<file path="config.mk">
export PLATFORM = sky130hd
export DESIGN_NAME = masku_top
export DESIGN_NICKNAME = d
export VERILOG_FILES = /design/src/hdl/mask_lane_pkg.sv /design/src/hdl/mask_insn_pkg.sv /design/src/hdl/mask_issue_if.sv /design/src/hdl/mask_beat_gen.sv /design/src/hdl/mask_insn_ctrl.sv /design/src/hdl/mask_result_queue.sv /design/src/hdl/masku_top.sv
export SDC_FILE = /design/constraint.sdc
export NUM_CORES = 1
export LEC_CHECK = 0
export BUFFER_PORTS_ARGS = -buffer_cell sky130_fd_sc_hd__buf_2
export CORE_ASPECT_RATIO = 1.2
export CORE_MARGIN = 2
export CORE_UTILIZATION = 64
export CTS_BUF_LIST = sky130_fd_sc_hd__clkbuf_4 sky130_fd_sc_hd__clkbuf_8
export DETAILED_ROUTE_END_ITERATION = 7
export GPL_ROUTABILITY_DRIVEN = 0
export PLACE_DENSITY = 0.94
export SYNTH_ARGS = -nofsm -noshare
export SYNTH_HDL_FRONTEND = slang
export SYNTH_SLANG_ARGS = --single-unit
</file>
<file path="constraint.sdc">
create_clock -name clk_i -period 9.3 [get_ports clk_i]
set_input_delay 1.395 -clock clk_i [delete_from_list [all_inputs] [get_ports clk_i]]
set_output_delay 1.395 -clock clk_i [all_outputs]
set_load 0.01 [all_outputs]
</file>
<file path="src/hdl/mask_lane_pkg.sv">
package mask_lane_pkg;

  // Width of one lane word in bits
  localparam int unsigned ElenWidth = 16;
  // Bytes per lane word
  localparam int unsigned StrbWidth = ElenWidth / 8;

  // One lane word
  typedef logic [ElenWidth-1:0] elen_t;
  // Byte enable of one lane word
  typedef logic [StrbWidth-1:0] strb_t;
  // Word address inside the lane register file
  typedef logic [7:0] vaddr_t;
  // Instruction id, also used on the result channel
  typedef logic [2:0] vid_t;

  // Result of one lane for one beat
  // Field order matches the write-back bus, 29 bits in total
  typedef struct packed {
    vid_t   id;
    vaddr_t addr;
    elen_t  wdata;
    strb_t  be;
  } payload_t;

endpackage : mask_lane_pkg

</file>
<file path="src/hdl/mask_insn_pkg.sv">
package mask_insn_pkg;

  // Register address and id types come from the lane side
  import mask_lane_pkg::*;

  // Mask-logical opcodes
  typedef enum logic [2:0] {
    VMANDNOT = 3'd0,
    VMAND    = 3'd1,
    VMOR     = 3'd2,
    VMXOR    = 3'd3,
    VMORNOT  = 3'd4,
    VMNAND   = 3'd5,
    VMNOR    = 3'd6,
    VMXNOR   = 3'd7
  } mask_op_e;

  // Vector length counted in mask bits
  typedef logic [11:0] vlen_t;

  // Instruction as issued by the sequencer
  // vl is expected to be a multiple of 8
  typedef struct packed {
    mask_op_e op;
    vaddr_t   vd;
    vlen_t    vl;
    vid_t     id;
  } mask_insn_t;

endpackage : mask_insn_pkg

</file>
<file path="src/hdl/mask_issue_if.sv">
interface mask_issue_if import mask_insn_pkg::*; ();

  // Instruction in the issue phase
  logic       issue_valid;
  mask_insn_t insn;
  // Mask bits that are still to be issued
  vlen_t      issue_rem;
  // High in the cycle a beat is consumed
  logic       beat_fire;

  // Control side owns the instruction slot
  modport ctrl (
    output issue_valid,
    output insn,
    output issue_rem,
    input  beat_fire
  );

  // Beat generator consumes beats
  modport gen (
    input  issue_valid,
    input  insn,
    input  issue_rem,
    output beat_fire
  );

endinterface : mask_issue_if

</file>
<file path="src/hdl/mask_beat_gen.sv">
module mask_beat_gen import mask_lane_pkg::*; import mask_insn_pkg::*; #(
  parameter int unsigned NrLanes = 2
) (
  mask_issue_if.gen                issue,
  // Operand channels A and M
  input  elen_t    [NrLanes-1:0]   opnd_a_i,
  input  elen_t    [NrLanes-1:0]   opnd_m_i,
  input  logic     [NrLanes-1:0]   opnd_a_valid_i,
  input  logic     [NrLanes-1:0]   opnd_m_valid_i,
  output logic     [NrLanes-1:0]   opnd_ready_o,
  // Result queue side
  input  logic                     queue_full_i,
  output logic                     push_o,
  output payload_t [NrLanes-1:0]   payload_o
);

  // Bytes and bits written by one full beat
  localparam int unsigned BeatBytes = NrLanes * StrbWidth;
  localparam int unsigned BeatBits  = NrLanes * ElenWidth;

  logic                beat_join;
  elen_t [NrLanes-1:0] alu_res;
  // Bytes still to issue, and bytes of this beat (k)
  vlen_t               bytes_left;
  vlen_t               beat_bytes;
  vaddr_t              beat_idx;

  // All lanes must present A and M, and the queue needs room
  assign beat_join = issue.issue_valid && (&opnd_a_valid_i) && (&opnd_m_valid_i) &&
                     !queue_full_i;

  assign issue.beat_fire = beat_join;
  assign push_o          = beat_join;
  // One ready per lane, acknowledges A and M together
  assign opnd_ready_o    = {NrLanes{beat_join}};

  // Mask ALU, applied to every lane at once
  always_comb begin
    case (issue.insn.op)
      VMANDNOT: alu_res = ~opnd_a_i & opnd_m_i;
      VMAND:    alu_res = opnd_a_i & opnd_m_i;
      VMOR:     alu_res = opnd_a_i | opnd_m_i;
      VMXOR:    alu_res = opnd_a_i ^ opnd_m_i;
      VMORNOT:  alu_res = ~opnd_a_i | opnd_m_i;
      VMNAND:   alu_res = ~(opnd_a_i & opnd_m_i);
      VMNOR:    alu_res = ~(opnd_a_i | opnd_m_i);
      VMXNOR:   alu_res = ~(opnd_a_i ^ opnd_m_i);
      default:  alu_res = '0;
    endcase
  end

  // vl is a multiple of 8, so the byte count is exact
  assign bytes_left = issue.issue_rem >> 3;
  assign beat_bytes = (bytes_left > vlen_t'(BeatBytes)) ? vlen_t'(BeatBytes) : bytes_left;
  // Beats already issued for this instruction
  assign beat_idx   = vaddr_t'((issue.insn.vl - issue.issue_rem) / BeatBits);

  for (genvar l = 0; l < NrLanes; l++) begin : gen_lane
    vlen_t lane_bytes;

    // Even share per lane, low lanes take the remainder
    assign lane_bytes = vlen_t'(beat_bytes / NrLanes) + vlen_t'(l < (beat_bytes % NrLanes));

    assign payload_o[l] = '{
      id:    issue.insn.id,
      addr:  issue.insn.vd + beat_idx,
      wdata: alu_res[l],
      be:    strb_t'((1 << lane_bytes) - 1)
    };
  end : gen_lane

endmodule : mask_beat_gen

</file>
<file path="src/hdl/mask_insn_ctrl.sv">
module mask_insn_ctrl import mask_lane_pkg::*; import mask_insn_pkg::*; #(
  parameter int unsigned NrLanes = 2
) (
  input  logic       clk_i,
  input  logic       rst_ni,
  // Sequencer side
  input  mask_insn_t pe_req_i,
  input  logic       pe_req_valid_i,
  output logic       pe_req_ready_o,
  // Towards the beat generator
  mask_issue_if.ctrl issue,
  // From the result queue
  input  logic       beat_retired_i,
  // Completion response
  output logic       done_o,
  output vid_t       done_id_o
);

  // Mask bits covered by one full beat over all lanes
  localparam vlen_t BeatBits = vlen_t'(NrLanes * ElenWidth);

  // Slot occupied from acceptance until the cycle after done
  logic       busy_q;
  mask_insn_t insn_q;
  // Remaining bits on the issue and on the commit side
  vlen_t      issue_cnt_q;
  vlen_t      commit_cnt_q;
  logic       done_q;
  vid_t       done_id_q;

  logic       accept;
  logic       last_retire;

  // Only one instruction at a time
  assign pe_req_ready_o = !busy_q;
  assign accept         = pe_req_valid_i && !busy_q;

  // Retire that takes the commit counter down to zero
  assign last_retire = beat_retired_i && (commit_cnt_q != '0) &&
                       (commit_cnt_q <= BeatBits);

  // Issue side closes once every bit has been handed out
  assign issue.issue_valid = busy_q && (issue_cnt_q != '0);
  assign issue.insn        = insn_q;
  assign issue.issue_rem   = issue_cnt_q;

  assign done_o    = done_q;
  assign done_id_o = done_id_q;

  always_ff @(posedge clk_i or negedge rst_ni) begin
    if (!rst_ni) begin
      busy_q       <= 1'b0;
      issue_cnt_q  <= '0;
      commit_cnt_q <= '0;
      done_q       <= 1'b0;
    end else begin
      // Registered done, one cycle after the last retire
      done_q <= last_retire;
      if (accept) begin
        busy_q       <= 1'b1;
        issue_cnt_q  <= pe_req_i.vl;
        commit_cnt_q <= pe_req_i.vl;
      end else begin
        // Slot frees after the done pulse, so ready rises one cycle later
        if (done_q) begin
          busy_q <= 1'b0;
        end
        // Both counters saturate at zero on a short tail beat
        if (issue.beat_fire) begin
          issue_cnt_q <= (issue_cnt_q > BeatBits) ? issue_cnt_q - BeatBits : '0;
        end
        if (beat_retired_i) begin
          commit_cnt_q <= (commit_cnt_q > BeatBits) ? commit_cnt_q - BeatBits : '0;
        end
      end
    end
  end

  // Instruction fields and the done id
  always_ff @(posedge clk_i) begin
    if (accept) begin
      insn_q <= pe_req_i;
    end
    if (last_retire) begin
      done_id_q <= insn_q.id;
    end
  end

endmodule : mask_insn_ctrl

</file>
<file path="src/hdl/mask_result_queue.sv">
module mask_result_queue import mask_lane_pkg::*; #(
  parameter int unsigned NrLanes          = 2,
  parameter int unsigned ResultQueueDepth = 2
) (
  input  logic                   clk_i,
  input  logic                   rst_ni,
  // From the beat generator
  input  logic                   push_i,
  input  payload_t [NrLanes-1:0] payload_i,
  output logic                   full_o,
  // To the control
  output logic                   beat_retired_o,
  // Write-back to the lanes
  output logic     [NrLanes-1:0] result_req_o,
  output vaddr_t   [NrLanes-1:0] result_addr_o,
  output vid_t     [NrLanes-1:0] result_id_o,
  output elen_t    [NrLanes-1:0] result_wdata_o,
  output strb_t    [NrLanes-1:0] result_be_o,
  input  logic     [NrLanes-1:0] result_gnt_i
);

  localparam int unsigned PtrWidth = (ResultQueueDepth > 1) ? $clog2(ResultQueueDepth) : 1;
  localparam int unsigned CntWidth = $clog2(ResultQueueDepth + 1);

  payload_t [ResultQueueDepth-1:0][NrLanes-1:0] mem_q;
  // One pending bit per lane and entry
  logic     [ResultQueueDepth-1:0][NrLanes-1:0] valid_q;
  logic     [PtrWidth-1:0]                      wr_ptr_q;
  logic     [PtrWidth-1:0]                      rd_ptr_q;
  logic     [CntWidth-1:0]                      cnt_q;

  // Head lanes still waiting after this cycle's grants
  logic     [NrLanes-1:0]                       head_left;
  logic                                         pop;

  assign full_o    = (cnt_q == CntWidth'(ResultQueueDepth));
  assign head_left = valid_q[rd_ptr_q] & ~result_gnt_i;
  // Pop in the cycle the last outstanding lane is granted
  assign pop       = (cnt_q != '0) && (head_left == '0);

  assign beat_retired_o = pop;

  // Head entry drives the lanes directly
  assign result_req_o = valid_q[rd_ptr_q];
  for (genvar l = 0; l < NrLanes; l++) begin : gen_out
    assign result_addr_o[l]  = mem_q[rd_ptr_q][l].addr;
    assign result_id_o[l]    = mem_q[rd_ptr_q][l].id;
    assign result_wdata_o[l] = mem_q[rd_ptr_q][l].wdata;
    assign result_be_o[l]    = mem_q[rd_ptr_q][l].be;
  end : gen_out

  always_ff @(posedge clk_i or negedge rst_ni) begin
    if (!rst_ni) begin
      valid_q  <= '0;
      wr_ptr_q <= '0;
      rd_ptr_q <= '0;
      cnt_q    <= '0;
    end else begin
      // Granted lanes drop their request
      valid_q[rd_ptr_q] <= head_left;
      if (pop) begin
        rd_ptr_q <= (rd_ptr_q == PtrWidth'(ResultQueueDepth - 1)) ? '0 : rd_ptr_q + 1'b1;
      end
      // New beat requests on every lane
      if (push_i) begin
        valid_q[wr_ptr_q] <= '1;
        wr_ptr_q <= (wr_ptr_q == PtrWidth'(ResultQueueDepth - 1)) ? '0 : wr_ptr_q + 1'b1;
      end
      cnt_q <= cnt_q + CntWidth'(push_i) - CntWidth'(pop);
    end
  end

  // Entry storage
  always_ff @(posedge clk_i) begin
    if (push_i) begin
      mem_q[wr_ptr_q] <= payload_i;
    end
  end

endmodule : mask_result_queue

</file>
<file path="src/hdl/masku_top.sv">
module masku_top import mask_lane_pkg::*; import mask_insn_pkg::*; #(
  parameter int unsigned NrLanes          = 2,
  parameter int unsigned ResultQueueDepth = 2
) (
  input  logic                 clk_i,
  input  logic                 rst_ni,
  // Sequencer
  input  mask_insn_t           pe_req_i,
  input  logic                 pe_req_valid_i,
  output logic                 pe_req_ready_o,
  // Operand channels A and M
  input  elen_t  [NrLanes-1:0] opnd_a_i,
  input  elen_t  [NrLanes-1:0] opnd_m_i,
  input  logic   [NrLanes-1:0] opnd_a_valid_i,
  input  logic   [NrLanes-1:0] opnd_m_valid_i,
  output logic   [NrLanes-1:0] opnd_ready_o,
  // Result write-back
  output logic   [NrLanes-1:0] result_req_o,
  output vaddr_t [NrLanes-1:0] result_addr_o,
  output vid_t   [NrLanes-1:0] result_id_o,
  output elen_t  [NrLanes-1:0] result_wdata_o,
  output strb_t  [NrLanes-1:0] result_be_o,
  input  logic   [NrLanes-1:0] result_gnt_i,
  // Completion
  output logic                 done_o,
  output vid_t                 done_id_o
);

  mask_issue_if issue_if ();

  logic                   beat_retired;
  logic                   queue_full;
  logic                   push;
  payload_t [NrLanes-1:0] payload;

  // Instruction slot and bit counters
  mask_insn_ctrl #(
    .NrLanes(NrLanes)
  ) i_ctrl (
    .clk_i,
    .rst_ni,
    .pe_req_i,
    .pe_req_valid_i,
    .pe_req_ready_o,
    .issue         (issue_if.ctrl),
    .beat_retired_i(beat_retired),
    .done_o,
    .done_id_o
  );

  // Operand join and mask ALU
  mask_beat_gen #(
    .NrLanes(NrLanes)
  ) i_beat_gen (
    .issue         (issue_if.gen),
    .opnd_a_i,
    .opnd_m_i,
    .opnd_a_valid_i,
    .opnd_m_valid_i,
    .opnd_ready_o,
    .queue_full_i  (queue_full),
    .push_o        (push),
    .payload_o     (payload)
  );

  // Per-lane write-back
  mask_result_queue #(
    .NrLanes         (NrLanes),
    .ResultQueueDepth(ResultQueueDepth)
  ) i_result_queue (
    .clk_i,
    .rst_ni,
    .push_i        (push),
    .payload_i     (payload),
    .full_o        (queue_full),
    .beat_retired_o(beat_retired),
    .result_req_o,
    .result_addr_o,
    .result_id_o,
    .result_wdata_o,
    .result_be_o,
    .result_gnt_i
  );

endmodule : masku_top

</file>
---- Yosys cells after proc, flatten, opt, wreduce, memory -nomap -nowiden ----
Cells that the tools add are included.
storage, ports and cells
  bits in registers ....................... 179
  bits of input ports ..................... 99
  output and inout port bits .............. 67
  word-level logic and storage cells ...... 121
operators by class
  add/subtract/negate cells ............... 12
  magnitude comparators ................... 10
  equality and inequality tests ........... 8
  shift-type cells ........................ 2
  multiplexer cells ....................... 25
  bitwise operators ....................... 12
  reduce and logical (&&, ||, !) cells .... 22
operators with widths
  operator                                                          count
  one-hot mux 32 bit (8 select lines)                               1
  2-to-1 mux 58 bit                                                 3
  inverter 32 bit                                                   4
  bitwise mux 116 bit                                               1
  2-to-1 mux 12 bit                                                 6
  AND 32 bit                                                        2
  bitwise OR 32 bit                                                 2
  demux 58 bit (select 1 bit)                                       1
  XOR 32 bit                                                        1
  adder 11 x 1 -> 12 bit                                            2
  greater-than comparator 12 x 6 -> 1 bit (second input constant)   2
  nonzero test 12 bit                                               2
  left shift 1 x 12 -> 2 bit (first input constant)                 2
  subtractor 12 x 6 -> 12 bit (second input constant)               2
  subtractor 12 x 12 -> 13 bit                                      1
  == test 3 bit (second input constant)                             4
  less-or-equal comparator 12 x 6 -> 1 bit (second input constant)  1
  logical AND 1 bit                                                 10
  greater-than comparator 9 x 3 -> 1 bit (second input constant)    1
  2-to-1 mux 9 bit                                                  1
  adder 8 bit                                                       1
  2-to-1 mux 2 bit                                                  4
  nonzero test 2 bit                                                4
  == test 3 x 2 -> 1 bit (second input constant)                    2
  20 further kinds                                                  31

---- Logic depth before layout (Yosys ltp) ----
  depth in word-level cells ............... 7
  gate-level depth with buffers ........... 16
  mapped depth without buffers ............ 16

---- Hierarchy ----
Synthesis repeated with hierarchy kept, for this count alone.
second synthesis, totals
  cells, all modules ...................... 1033
  area, all modules ....................... 11481.0 sq um
by module, submodules not included
  module             times used  cells an instance  area each (sq um)  seq. area each (sq um)
  mask_beat_gen      1           653                4717.0             0.0
  mask_result_queue  1           218                4580.6             3683.5
  mask_insn_ctrl     1           162                2183.3             1521.5

---- Least setup slack after synthesis ----
No wires, ideal clock.
  path kind ............................... in2reg
  from .................................... input opnd_a_valid_i[1]
  to ...................................... register i_result_queue.mem_q[0] in the netlist's numbering (enable)
  setup time .............................. 0.452 ns
  arrival time ............................ 3.970 ns
  required time ........................... 8.848 ns
  setup slack ............................. 4.879 ns
  stages on the path ...................... 5
  path buffers ............................ 1
  cell sequence ........................... nand2_1 a21o_1 a211o_1 buf_2 nor2_1
between the ends
  longest elaborated chain between the ends .. 4
RTL lines
  element                          line                     RTL
  start, declared                  masku_top.sv:14          input logic [NrLanes-1:0] opnd_a_valid_i,
  AND reduction 2 bit              mask_beat_gen.sv:29      assign beat_join = issue.issue_valid && (&opnd_a_valid_i) && (&opnd_m_valid_i) &&
  logical AND 1 bit (3 in series)  mask_beat_gen.sv:29
  end signal, assigned by index    mask_result_queue.sv:76  mem_q[wr_ptr_q] <= payload_i;
  end, declared                    mask_result_queue.sv:25  payload_t [ResultQueueDepth-1:0][NrLanes-1:0] mem_q;
No other way between the ends.
A chain may end at the register's enable or synchronous reset.

---- Worst setup path after layout ----
  from .................................... register i_ctrl.issue_cnt_q[10] (netlist: i_ctrl.issue.issue_rem[10])
  to ...................................... output opnd_ready_o[1]
between the ends
  longest elaborated chain between the ends .. 5
RTL lines
  element                          line                  RTL
  start, declared                  mask_insn_ctrl.sv:26  vlen_t issue_cnt_q;
  start signal, assigned           mask_insn_ctrl.sv:61  issue_cnt_q <= pe_req_i.vl;
  start signal, assigned           mask_insn_ctrl.sv:70  issue_cnt_q <= (issue_cnt_q > BeatBits) ? issue_cnt_q - BeatBits : '0;
  nonzero test 12 bit              mask_insn_ctrl.sv:43  assign issue.issue_valid = busy_q && (issue_cnt_q != '0);
  logical AND 1 bit                mask_insn_ctrl.sv:43
  logical AND 1 bit (3 in series)  mask_beat_gen.sv:29
  end, declared                    masku_top.sv:16       output logic [NrLanes-1:0] opnd_ready_o,
No other way between the ends.

==> results_dict.tcl <==
set metrics [dict create \
    coreArea_um2 16200 \
    clock_power_share_pct 18.6 \
    hold_path_end "i_ctrl.busy_q" \
    relSlewSlack_pct 28.7 \
    placed_area_um2 11500 \
    avgRoutedWirePerCell_um 16.8 \
    critPathKind "register to primary output" \
    vdd_ir_drop_max_mv 0.121 \
    required_ns 7.91 \
    synth_cells 982 \
    multi_input_area_um2 5430 \
    cts_root_buffer "clkbuf_8" \
    dpl.hpwl_um 16000 \
    fillers 1107 \
    p_leak_nw 5.44 \
    synth-simple-area-share_pct 7.09 \
    finalSetupViolCount 0 \
    worst_pin_slew_ns 1.07 \
    pwr-share-comb_pct 42.7 \
    min_path_cells 1 \
    grt_max_degree 75 \
    final.setup_skew_ns 0.0183 \
    cts_hold_buf 0 \
    rrSetupSlack_ns 5.64 \
    n_antenna_cell 0 \
    max_cap_viol_count 0 \
    cts_resized 0 \
    holdCritStartpoint "i_ctrl.done_o" \
    clkSinkCount 157 \
    synthTopCellsByArea "edfxtp_1 35%, ha_1 18%, dfrtp_1 8.0%" \
    synth.avg_cell_area_um2 10.8 \
    fin_util_pct 73.3 \
    period_share_pct 45.6 \
    status "completed" \
    die_w_um 122 \
    startpoint "i_ctrl.issue.issue_rem[10]" \
    p_per_area_nw_per_um2 220 \
    design.die.area_um2 17600 \
    rsz0062_at_grt "no" \
    rr_endpoint "i_result_queue.mem_q[54]" \
    clkTransAtPathRegs_ns 0.09 \
    critPathMaxFanout 10 \
    cts_setup_buffers 0 \
    port_buffers 165 \
    cts_made_buffers 17 \
    grt_util_all_layers_pct 26.3 \
    use_met3_pct 4.95 \
    drive_gt1_share_pct 23.6 \
    ff2ff_path_depth 15 \
    synth_edf_count 123 \
    routed_wirelength_um 22500 \
    synthMuxAreaShare_pct 6.65 \
    start_kind "register" \
    drv_slew 0 \
    syn_nets 1235 \
    ys_ff_latch 157 \
    ctsLongestPathBuffers 2 \
    dr.pass1.iters 7 \
    ys.flop_type "edfxtp_1" \
    pin_count 166 \
    holdWs_ns 0.464 \
    hold_class "register to register" \
    internal_power_mw 1.63 \
    p_sw_uw 992 \
    area_growth_pct 12.0 \
    hold_viol 0 \
    fmax_mhz 236 \
    rows 51 \
    swShare_pct 37.9 \
    ff_latch_area_um2 4550 \
    initial_core_util_pct 65.4 \
    synthArstFlopShare_pct 21.7 \
    h-tree-depth 4 \
    ant_nets 0 \
    grt_pass1_vias 7727 \
    syn_area_um2 10600 \
    synth_warnings 0 \
    use_met1_pct 31.2 \
    use_met2_pct 45.2 \
    fin_crit_ns 4.24 \
    total_power_mw 2.62 \
    synth_top_family_by_area "adder cells" \
    vias_per_cell 5.80 \
    arrival_ns 2.85 \
    synth_cell_types 53 \
    synth_seq_area_share_pct 42.9 \
    synthAdderAreaFrac_pct 18.2 \
    synth_area_leader_cell "edfxtp_1" \
    grt_pass1_wl_um 36600 \
    p_seq_share_pct 38.7 \
    reg2reg_from "i_ctrl.issue.issue_rem[2]" \
    drtIter0Drc 588 \
    die_h_um 145 \
    grt_antenna_before_repair 0 \
    fin_area_um2 11900 \
    final_nets 1370 \
    drc_errors 0 \
    gr-max-usage-layer "met2" \
    yosysTopAreaCellShare_pct 34.8 \
    via_count 7786 \
    cts_tree "built" \
    grt_overflow_total 0 \
    insertion_delay_ns 0.47 \
    end_kind "primary output" \
    tns_ns 0 \
    synthXorXnorAreaFrac_pct 6.11 \
    synth_compound_area_share_pct 13.0 \
]
==> metal layers <==
metal / share of wire [%] / vias up / wire (um)
met3: 5.6 / 73 / 1250
li1: - / 3704 / -
met4: 3.9 / 0 / 884
met5: 0 / - / 0
met1: 39 / 3732 / 8850
met2: 51 / 277 / 11500
==> power by group through the flow <==
stage                     logic [mW]  registers, mW  clock network (mW)
after floorplan                0.849          0.980                   0
after global placement          1.06           1.02                   0
after detailed placement        1.10           1.03                   0
after CTS                       1.12           1.01               0.494
after global routing            1.23           1.03               0.523
final                           1.12           1.01               0.486
==> critical path, cell delays in order, from the launching register on <==
cell and delay, ns:
dfrtp_1 0.42, or4_1 0.66, nor4_2 0.40, a211o_1 0.44, inv_1 0.26, buf_2 0.20
==> cell usage after synthesis (6+ instances only) <==
cell / instances
inv_1: 96
buf_4: 13
dfrtp_1: 34
mux2_2: 48
a221oi_1: 9
xor2_1: 45
buf_1: 12
nand2_1: 54
a22oi_1: 16
nor2b_1: 7
edfxtp_1: 123
a211oi_1: 12
a21oi_1: 62
xnor2_1: 29
o21ai_0: 47
ha_1: 153
nor3_1: 8
clkbuf_1: 30
nor2_1: 69
a21o_1: 6
mux2i_1: 15
nand3_1: 6
a22o_1: 13
o22a_1: 12
==> layout by cell type, fill, tap and decap left out, types with 3 or more instances in the layout <==
cell type   Yosys  routed
a22oi_1        16      16
a211oi_1       12      12
nand2b_1        5       5
o211ai_1        5       5
clkinv_4        0       4
nor2b_1         7       6
o221ai_1        3       3
inv_6           0       3
a21o_1          6       6
a21oi_1        62      62
nand2_1        54      54
buf_4          13       9
o21ai_0        47      47
dfrtp_1        34      33
nor4_1          4       4
a221oi_1        9       9
buf_2           2     165
mux2i_1        15      15
mux2_2         48      48
nor3_1          8       8
edfxtp_1      123     123
a22o_1         13      13
clkbuf_8        0      18
and3_1          3       3
a31oi_1         4       4
nor2_1         69      68
or4_1           4       4
o41ai_1         3       3
inv_1          96      95
nand3_1         6       6
or2_2           4       4
a221o_1         4       4
xor2_1         45      45
ha_1          153     153
clkinvlp_4      0       3
o22a_1         12      12
xnor2_1        29      29
==> area by class of cell <==
| type | count | share of cell area, % |
|---|---|---|
| Clock buffer | 18 | 2.09 |
| Clock inverter | 14 | 1.14 |
| Inverter | 96 | 3.03 |
| Multi-Input combinational cell | 671 | 45.7 |
| Sequential cell | 157 | 38.3 |
| Tap cell | 212 | 2.23 |
| Timing Repair Buffer | 174 | 7.52 |
==> worst max path at each step <==
stage | depth (start not counted) | endpoint | slack, ns
after global routing | 5 | opnd_ready_o[0] | 4.94
after global placement | 6 | opnd_ready_o[1] | 5.38
after CTS | 5 | opnd_ready_o[1] | 5.07
final | 5 | opnd_ready_o[1] | 5.06
after floorplan | 5 | i_result_queue.mem_q[0] | 4.88
after detailed placement | 6 | opnd_ready_o[1] | 5.32
==> logic make-up after synthesis <==
group                      Yosys count
AOI/OAI and AO/OA                  209
and+or+nand+nor                    170
DFF                                157
buffers and inverters              154
adders and majority gates          154
xor gates and xnor gates            74
muxes                               64
==> state kept, by name, summed over array words and instances, names as in the netlist <==
name and cells:
i_result_queue.wr_ptr_q 1, i_ctrl.commit_cnt_q 12, i_ctrl.issue.issue_rem 12, i_ctrl.done_id_o 3
i_result_queue.cnt_q 2, i_result_queue.rd_ptr_q 1, i_result_queue.mem_q 94, i_result_queue.valid_q 4
i_ctrl.done_o 1, i_ctrl.issue.insn 26, i_ctrl.busy_q 1
==> per-stage QoR <==
step                      worst slack [ns]  instances
after detailed placement              5.32       1310
final                                 5.06       1342
after floorplan                       4.88        982
after global placement                5.38       1310
after CTS                             5.07       1342
after global routing                  4.94       1342
Power figures use the tool's default switching activity.
